**config.mk**
```make
export PLATFORM = sky130hd
export DESIGN_NAME = controlunit
export DESIGN_NICKNAME = d
export VERILOG_FILES = /design/src/hdl/rv_pkg.sv /design/src/hdl/controlunit.sv
export VERILOG_INCLUDE_DIRS = /design/src /design/src/hdl
export SDC_FILE = /design/constraint.sdc
export NUM_CORES = 1
export LEC_CHECK = 0
export BUFFER_PORTS_ARGS = -buffer_cell sky130_fd_sc_hd__buf_4
export CAP_MARGIN = 20
export CORE_MARGIN = 3
export CORE_UTILIZATION = 37
export DETAILED_ROUTE_END_ITERATION = 12
export PLACE_DENSITY = 0.76
export SYNTH_ARGS = -nofsm -noshare
export SYNTH_HDL_FRONTEND = slang
export SYNTH_SLANG_ARGS = --single-unit
export TNS_END_PERCENT = 20
```
**constraint.sdc**
```tcl
create_clock -name vclk -period 1.81
set_clock_uncertainty 0.2 [all_clocks]
set_input_delay 0.181 -clock vclk [all_inputs]
set_output_delay 0.181 -clock vclk [all_outputs]
set_load 0.1 [all_outputs]
```
**src/hdl/rv_consts.svh**
```systemverilog
`ifndef RV_CONSTS_SVH
`define RV_CONSTS_SVH

// first fetch address after reset
`define RESET_PC 64'h0

// data memory inside the load/store unit
`define DMEM_BYTES 256
`define DMEM_AW 8

// major opcodes
`define OP_LOAD   7'b0000011
`define OP_STORE  7'b0100011
`define OP_IMM    7'b0010011
`define OP_IMM32  7'b0011011
`define OP_REG    7'b0110011
`define OP_REG32  7'b0111011
`define OP_BRANCH 7'b1100011
`define OP_JAL    7'b1101111
`define OP_JALR   7'b1100111
`define OP_LUI    7'b0110111
`define OP_AUIPC  7'b0010111

`endif

```
**src/hdl/rv_pkg.sv**
```systemverilog
`default_nettype none

package rv_pkg;

    typedef logic [63:0] xlen_t;
    typedef logic [31:0] inst_t;
    typedef logic [4:0]  reg_addr_t;

    // one-hot, bit 0 up: add sub slt sltu and or xor sll srl sra lui
    typedef logic [10:0] alu_op_t;

    // one-hot, bit 0 up: double word half byte
    typedef logic [3:0]  mem_mask_t;

    typedef struct packed {
        alu_op_t    alu_op;
        logic       rf_we;
        logic [1:0] sel_alusrc1;  // pc, rdata1
        logic [4:0] sel_alusrc2;  // imm_s, 4, imm_u, imm_i, rdata2
        logic [6:0] sel_nextpc;   // bge, blt, bne, beq, jalr, jal, pc+4
        logic [2:0] sel_rfres;    // unsigned load, signed load, alu
        logic       mem_ena;
        logic       mem_wen;
        mem_mask_t  mem_mask;
        logic [1:0] sel_alures;   // word result, full result
    } ctrl_t;

    // one entry per retired instruction
    typedef struct packed {
        xlen_t     pc;
        inst_t     inst;
        reg_addr_t rd;
        logic      rd_we;
        xlen_t     rd_data;
        logic      mem_we;
        xlen_t     mem_addr;
        xlen_t     mem_wdata;
    } retire_t;

    typedef enum logic {
        core_run,
        core_halt
    } core_state_e;

endpackage

`default_nettype wire

```
**src/hdl/controlunit.sv**
```systemverilog
`timescale 1ns/1ns
`default_nettype none

`include "rv_consts.svh"

module controlunit (
    input  wire logic [6:0] opcode,
    input  wire logic [2:0] funct3,
    input  wire logic [6:0] funct7,
    output rv_pkg::ctrl_t   ctrl,
    output logic            inv
);
    logic is_addi, is_sltiu, is_andi, is_slli, is_srai, is_addiw;
    logic is_lui, is_auipc, is_jal, is_jalr;
    logic is_add, is_sub, is_and, is_or, is_xor, is_slt, is_sltu;
    logic is_sll, is_srl, is_sra, is_addw;
    logic is_beq, is_bne, is_blt, is_bge, is_bltu, is_bgeu;
    logic is_ld, is_lw, is_lh, is_lb, is_lwu, is_lhu, is_lbu;
    logic is_sd, is_sw, is_sh, is_sb;
    logic f7_zero, f7_alt, imm_type, r_type, b_type, load, store, word_op;

    assign f7_zero = (funct7 == 7'b0000000);
    assign f7_alt  = (funct7 == 7'b0100000);

    assign is_addi  = (opcode == `OP_IMM) && (funct3 == 3'b000);
    assign is_sltiu = (opcode == `OP_IMM) && (funct3 == 3'b011);
    assign is_andi  = (opcode == `OP_IMM) && (funct3 == 3'b111);
    // six-bit shamt, funct7[0] belongs to it
    assign is_slli  = (opcode == `OP_IMM) && (funct3 == 3'b001) && (funct7[6:1] == 6'b000000);
    assign is_srai  = (opcode == `OP_IMM) && (funct3 == 3'b101) && (funct7[6:1] == 6'b010000);
    assign is_addiw = (opcode == `OP_IMM32) && (funct3 == 3'b000);

    assign is_lui   = (opcode == `OP_LUI);
    assign is_auipc = (opcode == `OP_AUIPC);
    assign is_jal   = (opcode == `OP_JAL);
    assign is_jalr  = (opcode == `OP_JALR) && (funct3 == 3'b000);

    assign is_add  = (opcode == `OP_REG) && (funct3 == 3'b000) && f7_zero;
    assign is_sub  = (opcode == `OP_REG) && (funct3 == 3'b000) && f7_alt;
    assign is_sll  = (opcode == `OP_REG) && (funct3 == 3'b001) && f7_zero;
    assign is_slt  = (opcode == `OP_REG) && (funct3 == 3'b010) && f7_zero;
    assign is_sltu = (opcode == `OP_REG) && (funct3 == 3'b011) && f7_zero;
    assign is_xor  = (opcode == `OP_REG) && (funct3 == 3'b100) && f7_zero;
    assign is_srl  = (opcode == `OP_REG) && (funct3 == 3'b101) && f7_zero;
    assign is_sra  = (opcode == `OP_REG) && (funct3 == 3'b101) && f7_alt;
    assign is_or   = (opcode == `OP_REG) && (funct3 == 3'b110) && f7_zero;
    assign is_and  = (opcode == `OP_REG) && (funct3 == 3'b111) && f7_zero;
    assign is_addw = (opcode == `OP_REG32) && (funct3 == 3'b000) && f7_zero;

    assign is_beq  = (opcode == `OP_BRANCH) && (funct3 == 3'b000);
    assign is_bne  = (opcode == `OP_BRANCH) && (funct3 == 3'b001);
    assign is_blt  = (opcode == `OP_BRANCH) && (funct3 == 3'b100);
    assign is_bge  = (opcode == `OP_BRANCH) && (funct3 == 3'b101);
    assign is_bltu = (opcode == `OP_BRANCH) && (funct3 == 3'b110);
    assign is_bgeu = (opcode == `OP_BRANCH) && (funct3 == 3'b111);

    assign is_lb  = (opcode == `OP_LOAD) && (funct3 == 3'b000);
    assign is_lh  = (opcode == `OP_LOAD) && (funct3 == 3'b001);
    assign is_lw  = (opcode == `OP_LOAD) && (funct3 == 3'b010);
    assign is_ld  = (opcode == `OP_LOAD) && (funct3 == 3'b011);
    assign is_lbu = (opcode == `OP_LOAD) && (funct3 == 3'b100);
    assign is_lhu = (opcode == `OP_LOAD) && (funct3 == 3'b101);
    assign is_lwu = (opcode == `OP_LOAD) && (funct3 == 3'b110);

    assign is_sb = (opcode == `OP_STORE) && (funct3 == 3'b000);
    assign is_sh = (opcode == `OP_STORE) && (funct3 == 3'b001);
    assign is_sw = (opcode == `OP_STORE) && (funct3 == 3'b010);
    assign is_sd = (opcode == `OP_STORE) && (funct3 == 3'b011);

    assign imm_type = is_addi | is_sltiu | is_andi | is_slli | is_srai | is_addiw;
    assign r_type   = is_add | is_sub | is_and | is_or | is_xor | is_slt | is_sltu
                    | is_sll | is_srl | is_sra | is_addw;
    assign b_type   = is_beq | is_bne | is_blt | is_bge | is_bltu | is_bgeu;
    assign load     = is_ld | is_lw | is_lh | is_lb | is_lwu | is_lhu | is_lbu;
    assign store    = is_sd | is_sw | is_sh | is_sb;
    assign word_op  = is_addw | is_addiw;

    assign inv = ~(imm_type | r_type | b_type | load | store
                 | is_lui | is_auipc | is_jal | is_jalr);

    assign ctrl.alu_op = {is_lui,
                          is_sra | is_srai,
                          is_srl,
                          is_sll | is_slli,
                          is_xor,
                          is_or,
                          is_and | is_andi,
                          is_sltu | is_sltiu | is_bltu | is_bgeu,
                          is_slt | is_blt | is_bge,
                          is_sub | is_beq | is_bne,
                          is_add | is_addi | is_addw | is_addiw | is_auipc
                          | is_jal | is_jalr | load | store};
    assign ctrl.rf_we       = imm_type | r_type | load | is_lui | is_auipc | is_jal | is_jalr;
    assign ctrl.sel_alusrc1 = {is_auipc | is_jal | is_jalr,
                               imm_type | r_type | b_type | load | store};
    assign ctrl.sel_alusrc2 = {store,
                               is_jal | is_jalr,  // return address
                               is_auipc | is_lui,
                               imm_type | load,
                               r_type | b_type};
    assign ctrl.sel_nextpc  = {is_bge | is_bgeu,
                               is_blt | is_bltu,
                               is_bne,
                               is_beq,
                               is_jalr,
                               is_jal,
                               imm_type | r_type | load | store | is_lui | is_auipc};
    assign ctrl.sel_rfres   = {is_lwu | is_lhu | is_lbu, is_ld | is_lw | is_lh | is_lb, ~load};
    assign ctrl.mem_ena     = load | store;
    assign ctrl.mem_wen     = store;
    assign ctrl.mem_mask    = {is_lb | is_lbu | is_sb,
                               is_lh | is_lhu | is_sh,
                               is_lw | is_lwu | is_sw,
                               is_ld | is_sd};
    assign ctrl.sel_alures  = {word_op, ~word_op};

    always_comb begin
        if (!inv) begin
            assert final ($onehot(ctrl.alu_op) && $onehot(ctrl.sel_nextpc))
                else $error("decoded selects not one-hot");
        end
    end

endmodule

`default_nettype wire

```
==> out/metrics.cfg, run 1 <==
[run_status]
status = stopped before the end
error = [ERROR DPL-0038] Utilization greater than 100%, impossible to legalize
lastStage = 4_1_cts

[yosys]
synth.distinct_cells = 34
synth.area.top_cells = buf_4 12%, nor3_1 9.7%, nand2_1 7.8%
syn_area_per_cell_um2 = 5.89
ys_warn_count = 0
syn_inst = 114
synth_top_cell_by_area = buf_4
synth_seq_area_share_pct = 0
synth_nets = 131
syn_area_um2 = 672
yosysTopAreaCellShare_pct = 12.3

[placement]
placedInstanceArea_um2 = 1500
hpwl_um = 3010
port_buffers = 55
gp_congestion = 0.907
dp_cells = 214
dp_slack_ps = -656

[cts]
cts_resized = 107
post-cts-setup-buffer-count = 3
hold_buffers = 0

[floorplanning]
io-pin-count = 55
die_w_um = 48.6
initial_core_util_pct = 41.7
die_y_um = 48.6
row_count = 14

==> cell families after synthesis <==
group / Yosys count / share of synthesized area [%]
AOI/OAI and AO/OA: 16 / 17.1
and+or+nand+nor: 72 / 60.3
xor gates and xnor gates: 2 / 2.61
buffers and inverters: 24 / 19.9
==> metrics by stage <==
| step | TNS [ps] | util (%) |
|---|---|---|
| after floorplan | -11420 | - |
| after global placement | -8760 | 92.9 |
| after detailed placement | -10320 | 92.9 |
==> cell usage after synthesis (all sizes together) <==
cell type / n
or3: 4
o21bai: 1
nand2b: 2
a22oi: 1
buf: 13
xor2: 2
nor3: 13
a21bo: 1
nand4bb: 1
o21ai: 3
nor2: 13
a2bb2oi: 1
or4b: 1
a311o: 1
nand4: 2
o31ai: 1
a21oi: 4
nand2: 14
inv: 7
nor3b: 1
o21a: 1
clkbuf: 4
nor4: 6
a41oi: 1
and4bb: 1
nand3: 6
and2: 1
a21o: 1
and3: 5
nor2b: 2
==> run 2, diff against run 1 <==
Settings changed: CORE_AREA set to 3 3 64 66, CORE_MARGIN 3 to not set, CORE_UTILIZATION 37 to not set, DIE_AREA set to 0 0 67 69, PLACE_DENSITY 0.76 to not set, PLACE_DENSITY_LB_ADDON set to 0.15.
Clock period 1.81 ns to 2.4 ns, I/O delays scaled along.
==> run 2 against run 1 <==
Area after synthesis unchanged. The flow now finishes without violations. Synthesized cell count unchanged.
==> out/metrics.cfg, run 2 <==
[yosys]
synth-simple-area-share_pct = 60.3  ; unchanged
synth.distinct_cells = 34  ; unchanged
synth_seq_area_share_pct = 0  ; unchanged
syn_area_um2 = 672  ; unchanged
synth_most_common_cell = nand2_1
ys_top_cells_by_count = 14 x nand2_1, 13 x nor2_1, 13 x nor3_1
syn_area_per_cell_um2 = 5.89  ; unchanged
synth_nets = 131  ; unchanged
ys_warn_count = 0  ; unchanged
yosysTopAreaCellShare_pct = 12.3  ; unchanged
synth_top_cell_by_area = buf_4
syn_inst = 114  ; unchanged
synth.area.top_cells = buf_4 12%, nor3_1 9.7%, nand2_1 7.8%
yosys.area_share.adder_pct = 0  ; unchanged
synth_top_family_by_area = simple AND/OR/NAND/NOR gates
synthXorXnorAreaFrac_pct = 2.61  ; unchanged
synth_compound_area_share_pct = 17.1  ; unchanged
synthMuxAreaShare_pct = 0  ; unchanged

[timing]
hold_violations = 0
min_period_over_period_pct = 97.8
tightestPinTransition_ps = 397
rsz0062_at_grt = true
fin_crit_ps = 2350
hold-worst-slack_ps = 726
fmax_mhz = 426
setup_violations = 0
slew_violations = 0
slew_headroom_pct = 73.5

[power]
p_sw_share_pct = 63.5
p_switching_uw = 92.4
power_frac_clock_pct = 0
peakVddDrop_uv = 34.9
seqPwrFrac_pct = 0
internal-power_uw = 53.0
power_density_nw_per_um2 = 108
pwr-share-comb_pct = 100.0
p_leak_nw = 0.623

[cts]
hold_buffers = 0  ; unchanged

[setup_path]
crit_start = funct7[1]
cp.arrival_ps = 1910
end_kind = output port
crit_type = in -> out
cp.required_ps = 1960
crit_end = ctrl[28]
crit_fanout = 5
startpoint_type = input port

[global_routing]
antenna_found_initial = 0
grt_pass1_vias = 1027
grt_overflow = 0
grt_pass1_wl_um = 4810
grtUsageTotal_pct = 12.4
grt_max_degree = 19

[placement]
gp_congestion = 0.837  ; -7.7%
dp_cells = 215  ; +0.47%
port_buffers = 55  ; unchanged
hpwl_um = 2390  ; -20%

[floorplanning]
dieArea_um2 = 4620
row_count = 22  ; +8
initial_core_util_pct = 18.5  ; -23 points
core_area_um2 = 3630
io-pin-count = 55  ; unchanged
die_y_um = 69  ; +42%
die_w_um = 67  ; +38%

[finish]
seqCellArea_um2 = 0
seq_cells = 0
nets = 186
final_common_cell = buf_4
stdcell_count = 215
drive_gt1_share_pct = 57.5
multi_input_area_um2 = 684
mostFrequentLayoutCells = 62 x buf_4, 13 x nand2_1, 11 x nor2_1
nClkBuffers = 0
fillerInstances = 393
n_antenna_cell = 0
area_growth_pct = 100

[route]
routed_wl_um = 2990
num_vias = 986
drc = 0
drtIter0Drc = 75
drtAntennaViolNets = 0
drtPass1Iterations = 4
vias_per_cell = 4.59
wl_per_cell_um = 13.9

[worst_hold_path]
hold_path_class = in -> out

[run]
maxCapViolCount = 0

[run_status]
status = complete, no violations

-- run 2: cell counts after synthesis --
Identical to the previous run, type by type.
-- run 2: final cells by class --
| cell class | count | area share [%] |
|---|---|---|
| inverter | 7 | 1.95 |
| multi-input combinational | 90 | 50.8 |
| tap | 48 | 4.46 |
| timing repair buffer | 70 | 42.8 |
-- run 2: logic make-up (layout without fill, tap and decap cells) --
family	count (synthesis)	after routing
xor+xnor	2	2
simple gates	72	72
buf+inv	24	77
compound gates	16	16
-- run 2: worst min-delay path by stage --
stage / from / endpoint / slack [ps] / cells past startpoint
6_report: opcode[3] / ctrl[20] / 730 / 3
5_1_grt: opcode[3] / ctrl[20] / 760 / 3
4_1_cts: opcode[3] / ctrl[20] / 730 / 3
3_5_place_dp: opcode[3] / ctrl[20] / 720 / 3
3_3_place_gp: opcode[3] / ctrl[13] / 720 / 3
2_1_floorplan: opcode[3] / ctrl[20] / 400 / 1
-- run 2: worst max-delay path, stage by stage --
cell and delay (ps):
buf_6 90, or3_4 390, nor4_4 190, nand3_2 120, or3_4 430, o31ai_4 240
buf_12 210
-- run 2: power by group through the flow --
stage / sequential, mW / clock, mW / combinational [mW]
floorplan: 0 / 0 / 0.0784
global placement: 0 / 0 / 0.137
detailed placement: 0 / 0 / 0.137
CTS: 0 / 0 / 0.139
global route: 0 / 0 / 0.157
finish: 0 / 0 / 0.145
-- run 2: what timing repair did --
| item | 4_1_cts | 5_1_grt |
|---|---|---|
| endpoints found under the setup margin | 6 | 8 |
| hold endpoints to repair | 0 | 0 |
| pin swaps | 0 | 2 |
| resized for setup | 7 | 21 |
| setup buffers | 0 | 0 |
-- run 2: per-layer routing --
metal,up-vias,track usage [%],wire [um]
li1,503,-,-
met1,450,17.3,1340
met2,33,21.3,1420
met3,0,1.47,233
met4,0,0,0
met5,-,0,0
-- run 2: per-stage QoR --
step / power (mW) / TNS, ps / utilization, % / worst slack, ps / area (um^2)
6_report: 0.145 / 0 / 37.1 / 53.5 / 1350
5_1_grt: 0.157 / -44.0 / 37.1 / -24.1 / 1350
4_1_cts: 0.139 / -112 / 34.7 / -32.8 / 1260
3_5_place_dp: 0.137 / -173 / 33.9 / -51.8 / 1230
3_3_place_gp: 0.137 / -199 / 33.9 / -57.9 / 1230
2_1_floorplan: 0.0784 / -5970 / - / -797 / 757
Power figures use the tool's default switching activity.
