===== config.mk =====
export PLATFORM = sky130hd
export DESIGN_NAME = alu
export DESIGN_NICKNAME = d
export VERILOG_FILES = /design/src/hdl/rv_consts.svh /design/src/hdl/rv_pkg.sv /design/src/hdl/alu.sv
export SDC_FILE = /design/constraint.sdc
export NUM_CORES = 2
export LEC_CHECK = 0
export ABC_AREA = 1
export BUFFER_PORTS_ARGS = -buffer_cell sky130_fd_sc_hd__buf_4
export CAP_MARGIN = 20
export CELL_PAD_IN_SITES_DETAIL_PLACEMENT = 0
export CELL_PAD_IN_SITES_GLOBAL_PLACEMENT = 1
export CORE_AREA = 4 4 276 278
export DETAILED_ROUTE_END_ITERATION = 12
export DIE_AREA = 0 0 280 282
export PLACE_DENSITY_LB_ADDON = 0.1
export SYNTH_ARGS = -nofsm -noshare
export SYNTH_HDL_FRONTEND = slang
export SYNTH_SLANG_ARGS = --single-unit

===== constraint.sdc =====
create_clock -name vclk -period 7.4
set_clock_uncertainty 0.15 [all_clocks]
set_input_delay 1.48 -clock vclk [all_inputs]
set_output_delay 1.48 -clock vclk [all_outputs]
set_load 0.03 [all_outputs]

===== src/hdl/rv_consts.svh =====
`ifndef RV_CONSTS_SVH
`define RV_CONSTS_SVH

// first fetch address after reset
`define RESET_PC 64'h0

// data memory inside the load/store unit
`define DMEM_BYTES 256
`define DMEM_AW 8

// major opcodes
`define OP_LOAD   7'b0000011
`define OP_STORE  7'b0100011
`define OP_IMM    7'b0010011
`define OP_IMM32  7'b0011011
`define OP_REG    7'b0110011
`define OP_REG32  7'b0111011
`define OP_BRANCH 7'b1100011
`define OP_JAL    7'b1101111
`define OP_JALR   7'b1100111
`define OP_LUI    7'b0110111
`define OP_AUIPC  7'b0010111

`endif


===== src/hdl/rv_pkg.sv =====
`default_nettype none

package rv_pkg;

    typedef logic [63:0] xlen_t;
    typedef logic [31:0] inst_t;
    typedef logic [4:0]  reg_addr_t;

    // one-hot, bit 0 up: add sub slt sltu and or xor sll srl sra lui
    typedef logic [10:0] alu_op_t;

    // one-hot, bit 0 up: double word half byte
    typedef logic [3:0]  mem_mask_t;

    typedef struct packed {
        alu_op_t    alu_op;
        logic       rf_we;
        logic [1:0] sel_alusrc1;  // pc, rdata1
        logic [4:0] sel_alusrc2;  // imm_s, 4, imm_u, imm_i, rdata2
        logic [6:0] sel_nextpc;   // bge, blt, bne, beq, jalr, jal, pc+4
        logic [2:0] sel_rfres;    // unsigned load, signed load, alu
        logic       mem_ena;
        logic       mem_wen;
        mem_mask_t  mem_mask;
        logic [1:0] sel_alures;   // word result, full result
    } ctrl_t;

    // one entry per retired instruction
    typedef struct packed {
        xlen_t     pc;
        inst_t     inst;
        reg_addr_t rd;
        logic      rd_we;
        xlen_t     rd_data;
        logic      mem_we;
        xlen_t     mem_addr;
        xlen_t     mem_wdata;
    } retire_t;

    typedef enum logic {
        core_run,
        core_halt
    } core_state_e;

endpackage

`default_nettype wire


===== src/hdl/alu.sv =====
`timescale 1ns/1ns
`default_nettype none

module alu (
    input  wire rv_pkg::ctrl_t ctrl,
    input  wire rv_pkg::xlen_t pc,
    input  wire rv_pkg::xlen_t rdata1,
    input  wire rv_pkg::xlen_t rdata2,
    input  wire rv_pkg::xlen_t imm_i,
    input  wire rv_pkg::xlen_t imm_s,
    input  wire rv_pkg::xlen_t imm_u,
    output rv_pkg::xlen_t      result,
    output logic               branch_taken
);
    import rv_pkg::*;

    xlen_t op1, op2, raw;
    logic [5:0] shamt;
    logic eq, lt_s, lt_u, lt;

    assign op1 = ({64{ctrl.sel_alusrc1[0]}} & rdata1)
               | ({64{ctrl.sel_alusrc1[1]}} & pc);     // lui leaves op1 at zero
    assign op2 = ({64{ctrl.sel_alusrc2[0]}} & rdata2)
               | ({64{ctrl.sel_alusrc2[1]}} & imm_i)
               | ({64{ctrl.sel_alusrc2[2]}} & imm_u)
               | ({64{ctrl.sel_alusrc2[3]}} & 64'd4)
               | ({64{ctrl.sel_alusrc2[4]}} & imm_s);

    assign shamt = op2[5:0];
    assign eq    = (op1 == op2);
    assign lt_s  = ($signed(op1) < $signed(op2));
    assign lt_u  = (op1 < op2);

    always_comb begin
        raw = '0;
        if (ctrl.alu_op[0])  raw = op1 + op2;
        if (ctrl.alu_op[1])  raw = op1 - op2;
        if (ctrl.alu_op[2])  raw = {63'd0, lt_s};
        if (ctrl.alu_op[3])  raw = {63'd0, lt_u};
        if (ctrl.alu_op[4])  raw = op1 & op2;
        if (ctrl.alu_op[5])  raw = op1 | op2;
        if (ctrl.alu_op[6])  raw = op1 ^ op2;
        if (ctrl.alu_op[7])  raw = op1 << shamt;
        if (ctrl.alu_op[8])  raw = op1 >> shamt;
        if (ctrl.alu_op[9])  raw = xlen_t'($signed(op1) >>> shamt);
        if (ctrl.alu_op[10]) raw = op2;  // lui pass
    end

    // addw and addiw keep only the low word
    assign result = ctrl.sel_alures[1] ? {{32{raw[31]}}, raw[31:0]} : raw;

    assign lt = ctrl.alu_op[3] ? lt_u : lt_s;  // bltu/bgeu ride on sltu

    assign branch_taken = (ctrl.sel_nextpc[3] & eq)
                        | (ctrl.sel_nextpc[4] & ~eq)
                        | (ctrl.sel_nextpc[5] & lt)
                        | (ctrl.sel_nextpc[6] & ~lt);

endmodule

`default_nettype wire


== Word level (Yosys, flattened, before mapping) ==
Cells that the tools add are included.
Cells by class
  bitwise operators: 23
  equal/unequal tests: 1
  $lt $le $gt $ge: 2
  add/subtract/negate cells: 2
  shift-type cells: 3
  mux-type cells: 13
Operators with widths (count)
  $mux W64: 12
  $and A64 B64 Y64: 7
  $or A64 B64 Y64: 5
  $lt A64 B64 Y1: 2
  $add A64 B64 Y64: 1
  $eq A64 B64 Y1: 1
  $or A64 B3 Y64: 1
  $shl A64 B6 Y64: 1
  $shr A64 B6 Y64: 1
  $sshr A64 B6 Y64: 1
  $sub A64 B64 Y64: 1
  $xor A64 B64 Y64: 1
  $and A1 B1 Y1: 4
  $or A1 B1 Y1: 3
  $not A1 Y1: 2
  $mux W1: 1
Storage, ports and cells
  output and inout port bits: 65
  word-level logic and storage cells: 44
  register bits: 0
  input bits: 421

== Logic depth before layout (Yosys ltp) ==
  word-level depth: 18
  gate-level depth with buffers: 34
  gate-level depth less buffers: 30

== Worst setup path before layout ==
Ideal clock, no wire load.
  path type: input-to-output
  start: in ctrl[22] in the netlist's numbering
  end: out result[33]
  data required time: 5770 ps
  path slack: 664 ps
  data arrival time: 5106 ps
  cell stages on the path: 32
  path buffers: 6
  cells stage by stage: buf_2 > a22o_1 > nor2_2 > inv_1 > clkbuf_1 > buf_2 > buf_1 > ha_1 > buf_2 > nor2_1 > nand2_1 > inv_1 > nand2_1 > nand2_1 > nand2_1 > nand2_1 > nand2_1 > nand2_1 > nand2_1 > nand3_1 > a21oi_1 > o21ai_1 > nand2_1 > nand2_1 > nand3_1 > nand2_1 > nand2_1 > nand2_1 > nand2_2 > nand2_4 > buf_6 > nand2_1
On the way
  longest elaborated chain between the ends: 15
  elaborated cells on any way between the ends: 22
  those cells by class: 2 x add/sub; 3 x shift; 12 x mux; 5 x bitwise
Ends and longest elaborated chain
  from (decl): RTL line alu.sv:5  | input wire rv_pkg::ctrl_t ctrl,
  $and A64 B64 Y64 *: RTL line alu.sv:27  | | ({64{ctrl.sel_alusrc2[4]}} & imm_s);
  $or A64 B64 Y64 *: RTL line alu.sv:27
  $add A64 B64 Y64: RTL line alu.sv:36  | if (ctrl.alu_op[0]) raw = op1 + op2;
  $mux W64: RTL line alu.sv:36
  $mux W64: RTL line alu.sv:37  | if (ctrl.alu_op[1]) raw = op1 - op2;
  $mux W64: RTL line alu.sv:38  | if (ctrl.alu_op[2]) raw = {63'd0, lt_s};
  $mux W64: RTL line alu.sv:39  | if (ctrl.alu_op[3]) raw = {63'd0, lt_u};
  $mux W64: RTL line alu.sv:40  | if (ctrl.alu_op[4]) raw = op1 & op2;
  $mux W64: RTL line alu.sv:41  | if (ctrl.alu_op[5]) raw = op1 | op2;
  $mux W64: RTL line alu.sv:42  | if (ctrl.alu_op[6]) raw = op1 ^ op2;
  $mux W64: RTL line alu.sv:43  | if (ctrl.alu_op[7]) raw = op1 << shamt;
  $mux W64: RTL line alu.sv:44  | if (ctrl.alu_op[8]) raw = op1 >> shamt;
  $mux W64: RTL line alu.sv:45  | if (ctrl.alu_op[9]) raw = xlen_t'($signed(op1) >>> shamt);
  $mux W64 *: RTL line alu.sv:46  | if (ctrl.alu_op[10]) raw = op2;
  $mux W64 *: RTL line alu.sv:50  | assign result = ctrl.sel_alures[1] ? {{32{raw[31]}}, raw[31:0]} : raw;
  to (decl): RTL line alu.sv:12  | output rv_pkg::xlen_t result,
Every way passes the cells marked *; elsewhere a longest branch is shown, timed or not.

== Worst setup path after layout ==
  start: in ctrl[23] in the netlist's numbering
  end: out result[26]
On the way
  longest elaborated chain between the ends: 15
  elaborated cells on any way between the ends: 22
  those cells by class: 2 x add/sub; 3 x shift; 12 x mux; 5 x bitwise
Ends and longest elaborated chain
  $and A64 B64 Y64 *: RTL line alu.sv:21  | assign op1 = ({64{ctrl.sel_alusrc1[0]}} & rdata1)
  $or A64 B64 Y64 *: RTL line alu.sv:22  | | ({64{ctrl.sel_alusrc1[1]}} & pc);
  $add A64 B64 Y64: RTL line alu.sv:36
  $mux W64: RTL line alu.sv:36
  $mux W64: RTL line alu.sv:37
  $mux W64: RTL line alu.sv:38
  $mux W64: RTL line alu.sv:39
  $mux W64: RTL line alu.sv:40
  $mux W64: RTL line alu.sv:41
  $mux W64: RTL line alu.sv:42
  $mux W64: RTL line alu.sv:43
  $mux W64: RTL line alu.sv:44
  $mux W64 *: RTL line alu.sv:45
  $mux W64 *: RTL line alu.sv:46
  $mux W64 *: RTL line alu.sv:50
Marked as above.

==> metrics list <==
* Die width: 280 um
- At the pin with the least slew margin, the transition time is 1.02 ns.
- Result of the run: finished, final reports clean
- Final sequential cell count: 0
* Number of inserted filler cells in the final layout: 8524
* Max IR drop VDD: 0.0000668 V
* Total power after layout: 4.57 mW
- The via count of the first global-routing pass is 39.5k.
- Entering global routing, the biggest net connects 141 pins.
- Relative slew slack: 31.9%
- All-Layer GR Usage: 45.7%
- For this design the static power due to leakage is 20.8 nW.
- Summed over all nets, the half-perimeter wirelength after detailed placement is 159 mm.
* Final core utilization: 50.2%
- Summing the sequential cell areas from Yosys gives 0% of the chip area.
- The count of nets left with antenna violations once routing finished came out at 0.
* Final cycle utilization of the critical path: 98.7%
* RePlAce Congestion: 1.09
- Number of buffers inserted for hold repair after clock tree synthesis: 0
- Number of synthesis warnings: 0
- Across the run, the number of max-cap violations was 0.
- Post-Synthesis Net Count: 6475
* Area occupied by registers: 0 sq um
- Critical path peak fanout: 15
- Adding up every negative setup slack in the final design gives 0 ns.
* Starting Density: 37.7%
- DRT Pass-1 Iters: 6
- Data arrival time of the critical path: 5.68 ns
* First-pass GRT wire length: 266 mm
- Clock Buffer Count: 0
* Unrepaired setup endpoints after global routing: true
* IO Count: 486
- Global routing finished with a remaining overflow of 0.
- Core box area: 73900 sq um
- Cells with a size suffix above 1 make up 20.7% of the layout.
* DRC errors left: 0
* Antenna violations before repair: 3
- For the worst setup path, the data required time is 5.77 ns.
- Most common library cell in the layout ignoring fill and taps: sky130_fd_sc_hd__nand2_1
- Final instance count without filler cells: 7673
* Port Buffer Count: 472
- The min-delay analysis places its worst path in the category in2out.
* Number of placement rows: 100
- Cell Count Post-Placement: 7669
* Initial DRC Count: 6096
* Top library cells by usage in the layout, fill and taps aside: 2117 x sky130_fd_sc_hd__nand2_1, 1157 x sky130_fd_sc_hd__buf_4, 843 x sky130_fd_sc_hd__inv_1, 473 x sky130_fd_sc_hd__nand3_1, 417 x sky130_fd_sc_hd__nor2_1
- Final hold analysis gives a worst-case slack of 3.14 ns.
- Final-report setup violation count: 0
- The finished cells cover 37100 sq um.
- The worst setup path is launched from an input pin.
- Distinct cell type count after synthesis: 57
- Number of nets in the layout: 7320
- Final Routed Wirelength: 192 mm
- Min Clock Period, post-route: 7.31 ns
- Pwr per Cell Area: 123 nW/um^2
- Measured along the y axis, the die boundary spans 282 um.
* Post-synthesis instance area: 27900 sq um
* Max-slew violation count: 0
- After layout, the worst setup slack is 0.0931 ns.
* Crit. End Element: primary output
* Via density per instance: 5.69
* Die Area: 79000 sq um
- Compared with the post-synthesis result, the final layout area differs by 33.3%.
* Crit path kind: in2out
- The final number of hold-violating endpoints was 0.
- Total placed instance area: 36600 sq um
* Maximum achievable frequency: 0.137 GHz
- The cell count after synthesis came out at 5859.
* DR vias: 43.6k
- Placement Setup Slack: -0.144 ns
* Syn_area_per_cell: 4.75 sq um
* Post-detailed-route wirelength per cell: 25.0 um
kinds of logic after synthesis:
family	count (synthesis)	share of synthesized area [%]
compound gates	1210	25.7
xor+xnor	13	0.409
fa+ha+maj	195	8.81
buf+inv	1211	17.6
mux	26	0.939
simple gates	3204	46.6
Yosys cell counts (3+ instances only):
cell,n,share of area (%)
sky130_fd_sc_hd__buf_1,49,0.66
sky130_fd_sc_hd__buf_6,19,0.77
sky130_fd_sc_hd__nor2_2,7,0.16
sky130_fd_sc_hd__nand3_1,484,8.7
sky130_fd_sc_hd__nand3b_1,4,0.11
sky130_fd_sc_hd__nand2_2,19,0.43
sky130_fd_sc_hd__o21ai_1,180,3.2
sky130_fd_sc_hd__or2_1,5,0.11
sky130_fd_sc_hd__nor4_1,8,0.18
sky130_fd_sc_hd__inv_1,847,11
sky130_fd_sc_hd__nor3_1,33,0.59
sky130_fd_sc_hd__o22ai_1,69,1.5
sky130_fd_sc_hd__nor3b_1,3,0.081
sky130_fd_sc_hd__ha_1,193,8.7
sky130_fd_sc_hd__a31oi_1,16,0.36
sky130_fd_sc_hd__a221oi_1,3,0.094
sky130_fd_sc_hd__buf_2,91,1.6
sky130_fd_sc_hd__a22o_1,123,3.9
sky130_fd_sc_hd__o21bai_1,26,0.70
sky130_fd_sc_hd__o211ai_1,55,1.5
sky130_fd_sc_hd__o21ai_0,283,5.1
sky130_fd_sc_hd__nor2_1,453,6.1
sky130_fd_sc_hd__a211oi_1,7,0.19
sky130_fd_sc_hd__or2_2,8,0.18
sky130_fd_sc_hd__inv_2,19,0.26
sky130_fd_sc_hd__o31ai_1,5,0.13
sky130_fd_sc_hd__nand4_1,26,0.58
sky130_fd_sc_hd__a21oi_2,3,0.094
sky130_fd_sc_hd__and2_1,16,0.36
sky130_fd_sc_hd__o22ai_2,15,0.67
sky130_fd_sc_hd__a21boi_0,3,0.081
sky130_fd_sc_hd__clkbuf_1,163,2.2
sky130_fd_sc_hd__o21a_1,9,0.24
sky130_fd_sc_hd__nand2_1,2131,29
sky130_fd_sc_hd__a21oi_1,379,6.8
sky130_fd_sc_hd__mux2i_1,25,0.90
sky130_fd_sc_hd__o21ai_2,9,0.28
sky130_fd_sc_hd__o221ai_1,9,0.28
sky130_fd_sc_hd__xor2_1,13,0.41
sky130_fd_sc_hd__buf_4,18,0.49
sky130_fd_sc_hd__a22oi_1,10,0.27
critical path, cell delays in order:
cell	delay [ns]
sky130_fd_sc_hd__buf_4	0.08
sky130_fd_sc_hd__inv_2	0.08
sky130_fd_sc_hd__buf_4	0.21
sky130_fd_sc_hd__o22ai_2	0.52
sky130_fd_sc_hd__ha_2	0.49
sky130_fd_sc_hd__buf_4	0.17
sky130_fd_sc_hd__o21ai_0	0.37
sky130_fd_sc_hd__nand2_1	0.09
sky130_fd_sc_hd__nand2_1	0.11
sky130_fd_sc_hd__nand2_1	0.06
sky130_fd_sc_hd__nand2_1	0.07
sky130_fd_sc_hd__inv_1	0.04
sky130_fd_sc_hd__nand3_1	0.14
sky130_fd_sc_hd__a21oi_1	0.08
sky130_fd_sc_hd__o21ai_0	0.11
sky130_fd_sc_hd__nand3_1	0.20
sky130_fd_sc_hd__a22oi_1	0.19
sky130_fd_sc_hd__o21ai_0	0.11
sky130_fd_sc_hd__buf_4	0.18
sky130_fd_sc_hd__a21oi_1	0.16
sky130_fd_sc_hd__buf_4	0.18
sky130_fd_sc_hd__o21ai_1	0.06
sky130_fd_sc_hd__buf_4	0.16
sky130_fd_sc_hd__nand2_1	0.12
sky130_fd_sc_hd__buf_4	0.18
path summary, 6_finish.rpt:
check / cells after the start / slack [ns] / end / startpoint
setup / recovery: 25 / 0.09 / result[26] / ctrl[23]
hold / removal: 4 / 3.14 / branch_taken / ctrl[16]
cell type report:
cell class,count,area [sq um],share of cell area (%)
inverters,868,3270,8.79
multi-input cells,4648,23500,63.2
diodes,2,5.00,0.0135
repair buffers,1186,9200,24.8
well taps,969,1210,3.26
metal layers:
| layer | share of wire (%) | track usage (%) | vias to the layer above |
|---|---|---|---|
| li1 | - | - | 20400 |
| met1 | 39 | 60.0 | 20100 |
| met2 | 41 | 68.1 | 2622 |
| met3 | 12 | 10.8 | 491 |
| met4 | 7.7 | 27.2 | 2 |
| met5 | 0.0089 | 0 | - |
power breakdown:
part | internal, mW | switching [mW]
Clock | 0.0000000475 | 0
Combinational | 1.61 | 2.96
Sequential | 0 | 0
repair_timing:
item | CTS | global route
endpoints found under the setup margin | 41 | 53
pin swaps | 1 | 4
buffers inserted | 0 | 2
resized for setup | 15 | 120
(Power assumes the default switching activity.)
